## config.mk

```make
export PLATFORM = sky130hd
export DESIGN_NAME = slc3Core
export DESIGN_NICKNAME = d
export VERILOG_FILES = /design/src/logic/slc3Pkg.sv /design/src/logic/controlSequencer.sv /design/src/logic/registerFile.sv /design/src/logic/slc3Core.sv /design/src/logic/slc3Datapath.sv
export VERILOG_INCLUDE_DIRS = /design/src /design/src/logic
export SDC_FILE = /design/constraint.sdc
export NUM_CORES = 1
export LEC_CHECK = 0
export BUFFER_PORTS_ARGS = -buffer_cell sky130_fd_sc_hd__buf_2
export CAP_MARGIN = 10
export CELL_PAD_IN_SITES_DETAIL_PLACEMENT = 1
export CELL_PAD_IN_SITES_GLOBAL_PLACEMENT = 2
export CORE_ASPECT_RATIO = 1.5
export CORE_MARGIN = 2
export CORE_UTILIZATION = 37
export CTS_CLUSTER_SIZE = 14
export DETAILED_ROUTE_END_ITERATION = 8
export HOLD_SLACK_MARGIN = 0.12
export PLACE_DENSITY_LB_ADDON = 0.1
export SLEW_MARGIN = 20
export SYNTH_ARGS = -nofsm -noshare
export SYNTH_HDL_FRONTEND = slang
export SYNTH_SLANG_ARGS = --single-unit
```

## constraint.sdc

```tcl
create_clock -name Clk -period 5.1 [get_ports Clk]
set_clock_uncertainty 0.2 [all_clocks]
set_input_delay 1.53 -clock Clk [delete_from_list [all_inputs] [get_ports Clk]]
set_output_delay 1.53 -clock Clk [all_outputs]
set_load 0.005 [all_outputs]
```

## src/logic/slc3_params.svh

```systemverilog
//--------------------------------------------------------------------------
// Core-wide sizes for the SLC-3 subset core
// The instruction encoding assumes a 16-bit word and 8 registers
// SLC3_START_PC is the first fetch address after run leaves Halted
//--------------------------------------------------------------------------
`ifndef SLC3_PARAMS_SVH
`define SLC3_PARAMS_SVH

// Data and address width
`define SLC3_WORD 16

// Register file depth, also sets the 3-bit register fields
`define SLC3_NREG 8

// PC value held from reset until run
`define SLC3_START_PC 16'h0000

`endif

```

## src/logic/slc3Pkg.sv

```systemverilog
//--------------------------------------------------------------------------
// Shared types of the SLC-3 core
// Instruction views follow the LC-3 field layout and need a 16-bit word
// Wishbone structs carry classic single-cycle handshakes only
//--------------------------------------------------------------------------
`include "slc3_params.svh"

package slc3Pkg;

	// Operate and memory format
	typedef struct packed {
		logic [3:0] opcode;
		logic [$clog2(`SLC3_NREG)-1:0] dr; // Also SR of STR
		logic [$clog2(`SLC3_NREG)-1:0] sr1; // Also BaseR
		union packed {
			struct packed {
				logic immFlag; // IR[5], imm5 when set
				logic [4:0] fld5; // imm5 or {00, sr2}
			} opnd;
			logic [5:0] offset6; // LDR and STR offset
		} lo;
	} opFmtT;

	// Control-flow format
	typedef struct packed {
		logic [3:0] opcode;
		union packed {
			struct packed {
				logic [2:0] nzp; // Branch condition mask
				logic [8:0] off9;
			} br;
			struct packed {
				logic jsrFlag; // IR[11], PC-relative JSR
				logic [10:0] off11;
			} jsr;
		} f;
	} ctlFmtT;

	typedef union packed {
		opFmtT op;
		ctlFmtT ctl;
	} instrU;

	// Control word from sequencer to datapath
	typedef struct packed {
		logic ldMar;
		logic ldMdr;
		logic ldIr;
		logic ldBen;
		logic ldCc;
		logic ldReg;
		logic ldPc;
		logic ldLed;
		logic gatePc;
		logic gateMdr;
		logic gateAlu;
		logic gateMarmux;
		logic [1:0] pcmux; // 00 PC+1, 01 bus, 10 adder
		logic drmux; // 1 IR[11:9], 0 R7
		logic sr1mux; // 1 IR[8:6], 0 IR[11:9]
		logic sr2mux; // 1 SEXT imm5
		logic addr1mux; // 1 PC, 0 SR1
		logic [1:0] addr2mux; // 00 off11, 01 off9, 10 off6, 11 zero
		logic [1:0] aluk; // 00 add, 01 and, 10 not, 11 pass
		logic memReq; // Hold a Wishbone cycle
		logic memWe;
	} ctrlT;

	typedef struct packed {
		logic cyc;
		logic stb;
		logic we;
		logic [`SLC3_WORD-1:0] adr;
		logic [`SLC3_WORD-1:0] dat;
	} wbReqT;

	typedef struct packed {
		logic ack;
		logic [`SLC3_WORD-1:0] dat;
	} wbRspT;

	typedef enum logic [4:0] {
		halted, fetchAddr, fetchWait, loadIr, decode,
		execAdd, execAnd, execNot, brTest, brTake, jmp,
		jsrLink, jsrJump, ldrAddr, ldrWait, ldrWrite,
		strAddr, strData, strWait, pauseHold, pauseRelease
	} seqStateE;

endpackage

```

## src/logic/controlSequencer.sv

```systemverilog
`timescale 1ns/1ps
//--------------------------------------------------------------------------
// Moore sequencer for the LC-3 subset, one instruction in flight
// Memory states hold until Wishbone ack, any number of wait cycles
// JSRR and unknown opcodes go straight back to fetch
//--------------------------------------------------------------------------

module controlSequencer import slc3Pkg::*;
(
	input logic Clk,
	input logic arstN,
	input logic run,
	input logic cont,
	input logic [3:0] opcode,
	input logic jsrFlag,
	input logic ben,
	input logic ack,
	output ctrlT ctrl,
	output seqStateE state
);

	seqStateE nextState;

	always_ff @(posedge Clk or negedge arstN)
	begin
		if (!arstN)
			state <= halted;
		else
			state <= nextState;
	end

	//--------------------------------------------------------------------------
	// Next state
	//--------------------------------------------------------------------------
	always_comb
	begin
		nextState = state; // Hold by default
		unique case (state)
			halted:
				if (run)
					nextState = fetchAddr;
			fetchAddr:
				nextState = fetchWait;
			fetchWait:
				if (ack)
					nextState = loadIr; // Word now in MDR
			loadIr:
				nextState = decode;
			decode:
				case (opcode)
					4'b0001: nextState = execAdd;
					4'b0101: nextState = execAnd;
					4'b1001: nextState = execNot;
					4'b0000: nextState = brTest;
					4'b1100: nextState = jmp;
					4'b0100: nextState = jsrFlag ? jsrLink : fetchAddr; // JSRR unsupported
					4'b0110: nextState = ldrAddr;
					4'b0111: nextState = strAddr;
					4'b1101: nextState = pauseHold;
					default: nextState = fetchAddr;
				endcase
			execAdd, execAnd, execNot, jmp, brTake, jsrJump, ldrWrite:
				nextState = fetchAddr;
			brTest:
				nextState = ben ? brTake : fetchAddr; // BEN from decode
			jsrLink:
				nextState = jsrJump;
			ldrAddr:
				nextState = ldrWait;
			ldrWait:
				if (ack)
					nextState = ldrWrite;
			strAddr:
				nextState = strData;
			strData:
				nextState = strWait;
			strWait:
				if (ack)
					nextState = fetchAddr;
			pauseHold:
				if (cont)
					nextState = pauseRelease;
			pauseRelease:
				if (!cont)
					nextState = fetchAddr; // Resume on falling cont
			default:
				nextState = halted;
		endcase
	end

	//--------------------------------------------------------------------------
	// Control word per state
	//--------------------------------------------------------------------------
	always_comb
	begin
		ctrl = '0; // Everything idle unless set below
		unique case (state)
			fetchAddr:
			begin
				ctrl.gatePc = 1'b1; // MAR <- PC
				ctrl.ldMar = 1'b1;
				ctrl.pcmux = 2'b00; // PC <- PC + 1
				ctrl.ldPc = 1'b1;
			end
			fetchWait, ldrWait:
			begin
				ctrl.memReq = 1'b1; // Read M[MAR]
				ctrl.ldMdr = 1'b1; // Taken on ack
			end
			loadIr:
			begin
				ctrl.gateMdr = 1'b1;
				ctrl.ldIr = 1'b1;
			end
			decode:
				ctrl.ldBen = 1'b1; // Mask nzp with previous CC
			execAdd, execAnd, execNot:
			begin
				ctrl.drmux = 1'b1; // DR from IR[11:9]
				ctrl.sr1mux = 1'b1; // SR1 from IR[8:6]
				ctrl.sr2mux = 1'b1; // IR[5] then picks imm5
				ctrl.gateAlu = 1'b1;
				ctrl.ldReg = 1'b1;
				ctrl.ldCc = 1'b1;
				if (state == execAdd)
					ctrl.aluk = 2'b00;
				else if (state == execAnd)
					ctrl.aluk = 2'b01;
				else
					ctrl.aluk = 2'b10;
			end
			brTake:
			begin
				ctrl.addr1mux = 1'b1; // PC + SEXT off9
				ctrl.addr2mux = 2'b01;
				ctrl.pcmux = 2'b10;
				ctrl.ldPc = 1'b1;
			end
			jmp:
			begin
				ctrl.sr1mux = 1'b1; // BaseR + 0
				ctrl.addr1mux = 1'b0;
				ctrl.addr2mux = 2'b11;
				ctrl.pcmux = 2'b10;
				ctrl.ldPc = 1'b1;
			end
			jsrLink:
			begin
				ctrl.drmux = 1'b0; // R7 <- incremented PC
				ctrl.gatePc = 1'b1;
				ctrl.ldReg = 1'b1;
			end
			jsrJump:
			begin
				ctrl.addr1mux = 1'b1; // PC + SEXT off11
				ctrl.addr2mux = 2'b00;
				ctrl.pcmux = 2'b10;
				ctrl.ldPc = 1'b1;
			end
			ldrAddr, strAddr:
			begin
				ctrl.sr1mux = 1'b1; // MAR <- BaseR + SEXT off6
				ctrl.addr1mux = 1'b0;
				ctrl.addr2mux = 2'b10;
				ctrl.gateMarmux = 1'b1;
				ctrl.ldMar = 1'b1;
			end
			ldrWrite:
			begin
				ctrl.drmux = 1'b1;
				ctrl.gateMdr = 1'b1; // DR <- MDR
				ctrl.ldReg = 1'b1;
				ctrl.ldCc = 1'b1;
			end
			strData:
			begin
				ctrl.sr1mux = 1'b0; // SR from IR[11:9]
				ctrl.addr1mux = 1'b0; // Pass SR through the adder
				ctrl.addr2mux = 2'b11;
				ctrl.gateMarmux = 1'b1;
				ctrl.ldMdr = 1'b1;
			end
			strWait:
			begin
				ctrl.memReq = 1'b1; // M[MAR] <- MDR
				ctrl.memWe = 1'b1;
			end
			pauseHold:
				ctrl.ldLed = 1'b1; // Show IR[11:0]
			default: ;
		endcase
	end

endmodule

```

## src/logic/registerFile.sv

```systemverilog
`timescale 1ns/1ps
//--------------------------------------------------------------------------
// General purpose registers, one write port and two read ports
// Reads are combinational, so a write shows on the next cycle
//--------------------------------------------------------------------------
`include "slc3_params.svh"

module registerFile
(
	input logic Clk,
	input logic arstN,
	input logic we,
	input logic [$clog2(`SLC3_NREG)-1:0] wAddr,
	input logic [$clog2(`SLC3_NREG)-1:0] rAddr1,
	input logic [$clog2(`SLC3_NREG)-1:0] rAddr2,
	input logic [`SLC3_WORD-1:0] wData,
	output logic [`SLC3_WORD-1:0] rData1,
	output logic [`SLC3_WORD-1:0] rData2
);

	logic [`SLC3_WORD-1:0] regs [`SLC3_NREG]; // R0 to R7

	always_ff @(posedge Clk or negedge arstN)
	begin
		if (!arstN)
			regs <= '{default: '0}; // All registers zero
		else if (we)
			regs[wAddr] <= wData;
	end

	assign rData1 = regs[rAddr1]; // SR1 or BaseR
	assign rData2 = regs[rAddr2]; // SR2

endmodule

```

## src/logic/slc3Core.sv

```systemverilog
`timescale 1ns/1ps
//--------------------------------------------------------------------------
// SLC-3 core top, sequencer plus datapath
// Memory sits outside on the Wishbone master port
//--------------------------------------------------------------------------

module slc3Core import slc3Pkg::*;
(
	input logic Clk,
	input logic arstN,
	input logic run,
	input logic cont,
	output wbReqT wbReq,
	input wbRspT wbRsp,
	output logic [11:0] led
);

	ctrlT ctrl;
	seqStateE state; // Observed by the bound checker
	logic [3:0] opcode;
	logic jsrFlag;
	logic ben;

	controlSequencer seq
	(
		.Clk(Clk),
		.arstN(arstN),
		.run(run),
		.cont(cont),
		.opcode(opcode),
		.jsrFlag(jsrFlag),
		.ben(ben),
		.ack(wbRsp.ack), // Straight from the slave
		.ctrl(ctrl),
		.state(state)
	);

	slc3Datapath dp
	(
		.Clk(Clk),
		.arstN(arstN),
		.ctrl(ctrl),
		.wbReq(wbReq),
		.wbRsp(wbRsp),
		.opcode(opcode),
		.jsrFlag(jsrFlag),
		.ben(ben),
		.led(led)
	);

endmodule

```

## src/logic/slc3Datapath.sv

```systemverilog
`timescale 1ns/1ps
//--------------------------------------------------------------------------
// 16-bit SLC-3 datapath with a single internal bus
// Wishbone request follows ctrl.memReq combinationally, MDR takes read
// data on the ack edge. Bus gates are expected to be one-hot
//--------------------------------------------------------------------------
`include "slc3_params.svh"

module slc3Datapath import slc3Pkg::*;
(
	input logic Clk,
	input logic arstN,
	input ctrlT ctrl,
	output wbReqT wbReq,
	input wbRspT wbRsp,
	output logic [3:0] opcode,
	output logic jsrFlag,
	output logic ben,
	output logic [11:0] led
);

	logic [`SLC3_WORD-1:0] pc;
	logic [`SLC3_WORD-1:0] mar;
	logic [`SLC3_WORD-1:0] mdr;
	instrU ir;
	logic [2:0] cc; // N, Z, P
	logic [`SLC3_WORD-1:0] bus;
	logic [`SLC3_WORD-1:0] srA;
	logic [`SLC3_WORD-1:0] srB;
	logic [`SLC3_WORD-1:0] opB;
	logic [`SLC3_WORD-1:0] aluOut;
	logic [`SLC3_WORD-1:0] addrBase;
	logic [`SLC3_WORD-1:0] addrOff;
	logic [`SLC3_WORD-1:0] addrSum;
	logic [$clog2(`SLC3_NREG)-1:0] sr1Addr;
	logic [$clog2(`SLC3_NREG)-1:0] drAddr;

	assign opcode = ir.op.opcode;
	assign jsrFlag = ir.ctl.f.jsr.jsrFlag;

	//--------------------------------------------------------------------------
	// Register file and operand selection
	//--------------------------------------------------------------------------
	assign sr1Addr = ctrl.sr1mux ? ir.op.sr1 : ir.op.dr; // STR reads IR[11:9]
	assign drAddr = ctrl.drmux ? ir.op.dr : 3'd7; // R7 for JSR link

	registerFile regFile
	(
		.Clk(Clk),
		.arstN(arstN),
		.we(ctrl.ldReg),
		.wAddr(drAddr),
		.rAddr1(sr1Addr),
		.rAddr2(ir.op.lo.opnd.fld5[2:0]),
		.wData(bus),
		.rData1(srA),
		.rData2(srB)
	);

	always_comb
	begin
		if (ctrl.sr2mux && ir.op.lo.opnd.immFlag)
			opB = `SLC3_WORD'($signed(ir.op.lo.opnd.fld5)); // SEXT imm5
		else
			opB = srB;
		unique case (ctrl.aluk)
			2'b00: aluOut = srA + opB;
			2'b01: aluOut = srA & opB;
			2'b10: aluOut = ~srA;
			default: aluOut = srA; // Pass
		endcase
	end

	// Address adder, also the path for STR source data
	always_comb
	begin
		addrBase = ctrl.addr1mux ? pc : srA;
		unique case (ctrl.addr2mux)
			2'b00: addrOff = `SLC3_WORD'($signed(ir.ctl.f.jsr.off11));
			2'b01: addrOff = `SLC3_WORD'($signed(ir.ctl.f.br.off9));
			2'b10: addrOff = `SLC3_WORD'($signed(ir.op.lo.offset6));
			default: addrOff = '0;
		endcase
		addrSum = addrBase + addrOff;
	end

	// One source on the bus
	always_comb
	begin
		if (ctrl.gatePc)
			bus = pc;
		else if (ctrl.gateMdr)
			bus = mdr;
		else if (ctrl.gateAlu)
			bus = aluOut;
		else if (ctrl.gateMarmux)
			bus = addrSum;
		else
			bus = '0;
	end

	//--------------------------------------------------------------------------
	// Registers
	//--------------------------------------------------------------------------
	always_ff @(posedge Clk or negedge arstN)
	begin
		if (!arstN)
		begin
			pc <= `SLC3_START_PC;
			cc <= 3'b010; // Zero after reset
			ben <= 1'b0;
			led <= '0;
		end
		else
		begin
			if (ctrl.ldPc)
			begin
				unique case (ctrl.pcmux)
					2'b00: pc <= pc + 1'b1;
					2'b01: pc <= bus;
					2'b10: pc <= addrSum; // Branch, JMP, JSR target
					default: pc <= pc;
				endcase
			end
			if (ctrl.ldCc)
				cc <= {bus[`SLC3_WORD-1], bus == '0, !bus[`SLC3_WORD-1] && bus != '0};
			if (ctrl.ldBen)
				ben <= |(ir.ctl.f.br.nzp & cc); // Uses CC of the previous instruction
			if (ctrl.ldLed)
				led <= ir[11:0];
		end
	end

	// Payload registers
	always_ff @(posedge Clk)
	begin
		if (ctrl.ldMar)
			mar <= bus;
		if (ctrl.ldMdr && (!ctrl.memReq || wbRsp.ack))
			mdr <= ctrl.memReq ? wbRsp.dat : bus; // Read data only on ack
		if (ctrl.ldIr)
			ir <= bus;
	end

	//--------------------------------------------------------------------------
	// Wishbone classic master
	//--------------------------------------------------------------------------
	always_comb
	begin
		wbReq.cyc = ctrl.memReq;
		wbReq.stb = ctrl.memReq;
		wbReq.we = ctrl.memReq & ctrl.memWe;
		wbReq.adr = mar; // Stable for the whole wait state
		wbReq.dat = mdr;
	end

endmodule

```

Word level (Yosys, flattened, before mapping)
Index checks and enable logic that the tools add are counted.

word-level totals
  register bits after elaboration = 213
  bits of input ports = 21
  output and inout port bits = 47

operators by class
  $add $sub $neg = 3
  $lt $le $gt $ge = 4
  equal/unequal tests = 40
  mux-type cells = 51
  bitwise logic cells = 7
  reduce and logical (&&, ||, !) cells = 33

operators with widths
  kind                                                                   count
  16-bit two-way mux                                                     12
  16-bit case mux with 3 select lines                                    3
  128-bit bitwise mux                                                    1
  16-bit binary-select mux with 3-bit select                             2
  5-bit case mux with 15 select lines                                    1
  16-bit demux with 3-bit select                                         1
  5-bit case mux with 9 select lines                                     1
  5-bit by 4-bit equality test with 1-bit output, second input constant  8
  16-bit adder                                                           2
  5-bit two-way mux                                                      6
  5-bit equality test, second input constant                             5
  3-bit OR reduction                                                     7
  5-bit by 3-bit equality test with 1-bit output, second input constant  4
  16-bit by 1-bit adder with 16-bit output, second input constant        1
  16-bit AND                                                             1
  4-bit by 3-bit equality test with 1-bit output, second input constant  4
  16-bit logical NOT                                                     1
  16-bit inverter                                                        1
  16-bit nonzero test                                                    1
  1-bit two-way mux                                                      15
  4-bit equality test, second input constant                             3
  4-bit >= comparator, second input constant                             3
  2-bit inequality test, second input constant                           6
  3-bit inverter with 4-bit output                                       3
  other kinds (26)                                                       46

Logic depth before layout (Yosys ltp)
  word-level depth = 16
  gate-level depth with buffers = 22
  gate-level depth less buffers = 19

Hierarchy
Synthesis repeated with hierarchy kept, for this count alone.

unflattened totals
  cell total of the unflattened synthesis = 1,239
  area, all modules = 14,595.2 um^2

modules (own cells, without submodules)
  module            instances  cells each  area each (um^2)  seq. area each (um^2)
  registerFile      1          393         7,000.5           3,203.1
  slc3Datapath      1          709         6,675.2           2,243.4
  controlSequencer  1          137         919.6             125.1

Worst setup path after synthesis
Ideal clock, no wire load.

  kind = register to register
  start = register seq.state[0]
  end = register dp.cc[0]
  library setup time = 0.119 ns
  data arrival time = 4.892 ns
  data required time = 4.781 ns
  setup slack = -0.111 ns
  stages on the path, launching flop included = 22
  buffers on the path = 2
  cell sequence = dfrtp_1 > or3b_1 > a311oi_2 > or3_1 > buf_4 > nand2_4 > buf_2 > a211oi_1 > a2111o_1 > o21ai_0 > ha_1 > fa_1 > a211oi_1 > o21ai_0 > nand3_1 > a32o_1 > xnor2_1 > o221ai_1 > a22o_1 > or2_1 > or4_1 > o21a_1

between the ends
  cells in the longest elaborated chain, start to end = 16

RTL lines
  item                                                                          line                    source
  from (decl)                                                                   controlSequencer.sv:19  output seqStateE state
  from (signal assigned)                                                        controlSequencer.sv:27  state <= halted;
  from (signal assigned)                                                        controlSequencer.sv:29  state <= nextState;
  5-bit by 3-bit equality test with 1-bit output, or another cell as far along  controlSequencer.sv:97  unique case (state)
  6-bit OR reduction (no line)                                                  n/a
  1-bit two-way mux                                                             controlSequencer.sv:97
  3-bit two-way mux                                                             slc3Datapath.sv:44      assign sr1Addr = ctrl.sr1mux ? ir.op.sr1 : ir.op.dr;
  3-bit inverter with 4-bit output (not written as such)                        registerFile.sv:31      assign rData1 = regs[rAddr1];
  16-bit binary-select mux with 3-bit select                                    registerFile.sv:31
  16-bit two-way mux (not written as such) (2 in a row)                         registerFile.sv:31
  16-bit two-way mux                                                            slc3Datapath.sv:77      addrBase = ctrl.addr1mux ? pc : srA;
  16-bit adder                                                                  slc3Datapath.sv:84      addrSum = addrBase + addrOff;
  16-bit two-way mux                                                            slc3Datapath.sv:96      else if (ctrl.gateMarmux)
  16-bit two-way mux                                                            slc3Datapath.sv:94      else if (ctrl.gateAlu)
  16-bit two-way mux                                                            slc3Datapath.sv:92      else if (ctrl.gateMdr)
  16-bit two-way mux                                                            slc3Datapath.sv:90      if (ctrl.gatePc)
  16-bit nonzero test / 1-bit logical NOT (equally long branches)               slc3Datapath.sv:126     cc <= {bus[`SLC3_WORD-1], bus == '0, !bus[`SLC3_WORD-1] && bus != '0};
  1-bit logical AND                                                             slc3Datapath.sv:126
  to (signal assigned)                                                          slc3Datapath.sv:126
  to (decl)                                                                     slc3Datapath.sv:26      logic [2:0] cc;

Parallel ways exist; a longest one is shown, timed or not. The select of a mux whose other input is x is not followed.
A chain may end at the register's enable or synchronous reset.

Worst setup path after layout
Same ends and word-level chain as after synthesis.

==> results summary <==
The commonest non-fill, non-tap cell in the layout is buf_4. After synthesis, the share of flip-flops with an asynchronous set or reset is 77.46%. The number of max-cap violations is 0. Setup violations remaining at the end of the flow were counted as 36. The last weighted congestion value of the routability-driven placer came out at 0.8916. After layout, the worst path uses 108.1% of the clock period. Setup repair after global routing could not meet its margin everywhere. The die covers 38030 um^2. The area fraction of the dominant cell type after synthesis came out at 30.43%. The count of state elements after synthesis is 213. The post-detailed-route DRC marker count is 0. The count of cell types in the netlist is 83. The number of nets in the final layout came out at 1649. The sequential area share after synthesis is 41.31%.

The arrival time of the worst setup path is 5.75 ns. The worst register-to-register path ends at dp.cc[0]. In this run the worst hold path is classified as flop to flop. The number of DRC markers in iteration 0 came out at 680. The synthesis warning total came out at 0.

The maximum frequency from static timing analysis is 0.1814 GHz. The total vias in the final route came out at 12250. The cell sitting at the root of the clock tree is a clkbuf_16.

The critical-path maximum fanout came out at 5. The TritonCTS buffer count is 24. The number of top-level design ports came out at 68. The number of max-slew violations in the final report came out at 0. The proportion of layout cells with a drive suffix above 1 came out at 44.98%. The maximum level of the CTS H-tree came out at 1. The first-pass iteration count of the detailed router is 5. The number of port buffers is 67. The initial antenna violation count came to 0. The actual slew at the worst max-slew pin is 1.150 ns.

The startpoint of the tightest hold check path is dp.led[9]. The total congestion overflow after global routing came out at 0. The clock period minus worst slack came out at 5.513 ns. The checks that failed: negative setup slack.

The via count of the first global-routing pass was 13300. Counting instances, the worst hold path has a depth of 1. The first global-routing pass estimated 84120 um of wire. The worst register-to-register path begins at seq.state[0].

The tightest hold margin is 0.3043 ns. The endpoint of the worst hold-timing path is dp.led[9]. After clock tree synthesis, the clock-pin slew on the worst setup and hold paths is 0.06 ns. The overall routed net length is 56410 um. By area the synthesized netlist is led by dfrtp_1 (30%), mux2_2 (11%), edfxtp_1 (11%). The synthesized instance count came out at 1291. The per-cell routed wire length came out at 26.99 um. The setup TNS came out at -4.803 ns. The average via count per standard cell came out at 5.863. The later pin in the worst-skew pair is clocked with a latency of 0.55 ns. From left edge to right edge, the die measures 159.9 um.

At the placement stage, the worst setup path has a slack of -0.6819 ns. The height of the chip is 237.8 um. The longest clock path from root to sink contains 3 buffers. Detailed placement finished with a half-perimeter wire length of 41500 um. The starting density of the core is 37.52%.

Headroom to the max-slew limit came out at 23.33%. The core area is 35950 um^2. The number of antenna diodes in the final layout is 0.

At the worst endpoint, the required time is 5.34 ns. The number of synthesized flops with an enable pin is 48. TritonCTS built the clock tree. The tree built by TritonCTS fans out to 213 sinks. The number of cell instances on the worst register-to-register path came out at 22. The number of nets with antenna violations after routing came out at 0. The number of hold-slack violations in the final timing report came out at 0. The post-synth design cell area came out at 13490 um^2. Global routing consumed, over all layers together, 29.31% of the routing resources. The element type at the critical path end is a flop.

From synthesis to final layout, the design area changed by 36.23%. The library cells used most frequently in the layout, excluding fill and tap cells, are buf_4 (252), dfrtp_1 (164), mux2_2 (116), nand2_1 (94), buf_2 (66). The net count after synthesis came out at 1346. The biggest area contributor in the post-synthesis netlist is dfrtp_1.

The flow ran to the end, but the final reports show violations. The worst setup path is of the flop to flop kind. The number of rows created at floorplan is 85. In the synthesized netlist the dominant register cell turns out to be dfrtp_1.

The average size of a mapped cell is 10.45 um^2. The largest net degree at the start of global routing came out at 64. The quantity of hold-fixing buffers added after cts is 0. The worst setup path is launched from a flop. The register-to-register setup slack is -0.41 ns. The final worst slack came out at -0.4129 ns.
[sequential cells by signal (all words and copies together), names as in the netlist]
name and count:
dp.led 12, dp.pc 16, seq.state 5, dp.mar 16, dp.ben 1, dp.cc 3, dp.ir 16, dp.mdr 16
dp.regFile.regs 128
[through the flow]
step,instances,utilization (%),instance area [um^2]
after floorplan,1291,-,13490
after global placement,1992,44.43,15970
after detailed placement,1992,44.44,15980
after CTS,2076,49.42,17770
after global routing,2090,51.11,18370
final,2090,51.11,18370
[synthesized netlist by cell type, types with 6 or more instances]
library cell and n:
edfxtp_1 48, a221oi_1 10, nor2_1 72, nand4_1 8, o31ai_1 9, o22ai_1 17, nand2b_1 15, buf_2 7
nand2_1 97, or3_1 9, inv_1 32, nand3_1 41, o221ai_1 6, ha_1 32, xnor2_1 23, a21o_1 26
a21boi_0 6, mux2_2 136, buf_1 13, mux4_2 32, a211oi_1 29, o21ai_0 72, o21a_1 8, o211ai_1 6
a22o_1 10, dfrtp_1 164, a22oi_1 10, nor3_1 22, and3_1 29, nand3b_1 6, clkbuf_1 56, a31oi_1 16
xor2_1 12, nor2b_1 9, a21oi_1 70, mux2i_1 41
[per-layer routing]
metal | global-route usage, % | up-vias | wire (um)
li1 | - | 5496 | -
met1 | 34.35 | 6314 | 22290
met2 | 54.34 | 314 | 29480
met3 | 3.007 | 130 | 2012
met4 | 12.37 | 0 | 2623
met5 | 0 | - | 0
[cell type report]
| type | count | area (um^2) |
|---|---|---|
| Fill cell | 3908 | 17570 |
| Multi-Input combinational cell | 962 | 8384 |
| Sequential cell | 213 | 5572 |
| Timing Repair Buffer | 361 | 2821 |
| Clock buffer | 33 | 739.5 |
| Tap cell | 478 | 598.1 |
| Clock inverter | 11 | 137.6 |
| Inverter | 32 | 120.1 |
[critical path: stages (launching register included)]
cell	delay [ns]
dfrtp_1	0.39
or3b_4	0.43
a311oi_2	0.29
or3_1	0.17
buf_6	0.15
buf_8	0.13
and3_4	0.18
a211oi_2	0.03
a2111o_1	0.52
o21ai_2	0.17
ha_2	0.22
fa_2	0.25
a211oi_4	0.08
buf_4	0.15
o21ai_4	0.17
nand3_4	0.10
a32o_2	0.28
xnor2_2	0.18
o221ai_1	0.13
a22o_1	0.25
or2_1	0.23
or4_4	0.51
o21a_1	0.19
[kinds of logic after synthesis]
family / share of synthesized area [%]
adders and majority gates: 3.340
AOI/OAI and AO/OA: 17.50
muxes: 19.83
DFF: 41.31
xor gates and xnor gates: 2.273
and+or+nand+nor: 12.07
buffers and inverters: 3.683
[timing repair]
| action | 4_1_cts | 5_1_grt |
|---|---|---|
| pin swaps | 42 | 72 |
| endpoints found under the setup margin | 130 | 131 |
| gates resized for setup | 135 | 116 |
| cloned | 4 | 0 |
| hold endpoints to repair | 0 | 0 |
| setup buffers | 40 | 23 |
[worst max path at each step]
stage                          end         start  slack [ns]
final                     dp.cc[0]  seq.state[0]       -0.41
after global routing      dp.cc[0]  seq.state[3]       -0.62
after floorplan           dp.cc[0]  seq.state[0]       -0.05
after CTS                 dp.cc[0]  seq.state[3]       -0.36
after global placement    dp.cc[0]  seq.state[0]       -0.57
after detailed placement  dp.cc[0]  seq.state[0]       -0.68
Power is left out: the tool's default activity adds up to more than one toggle a clock period on the data nets, which glitch-free logic cannot reach.
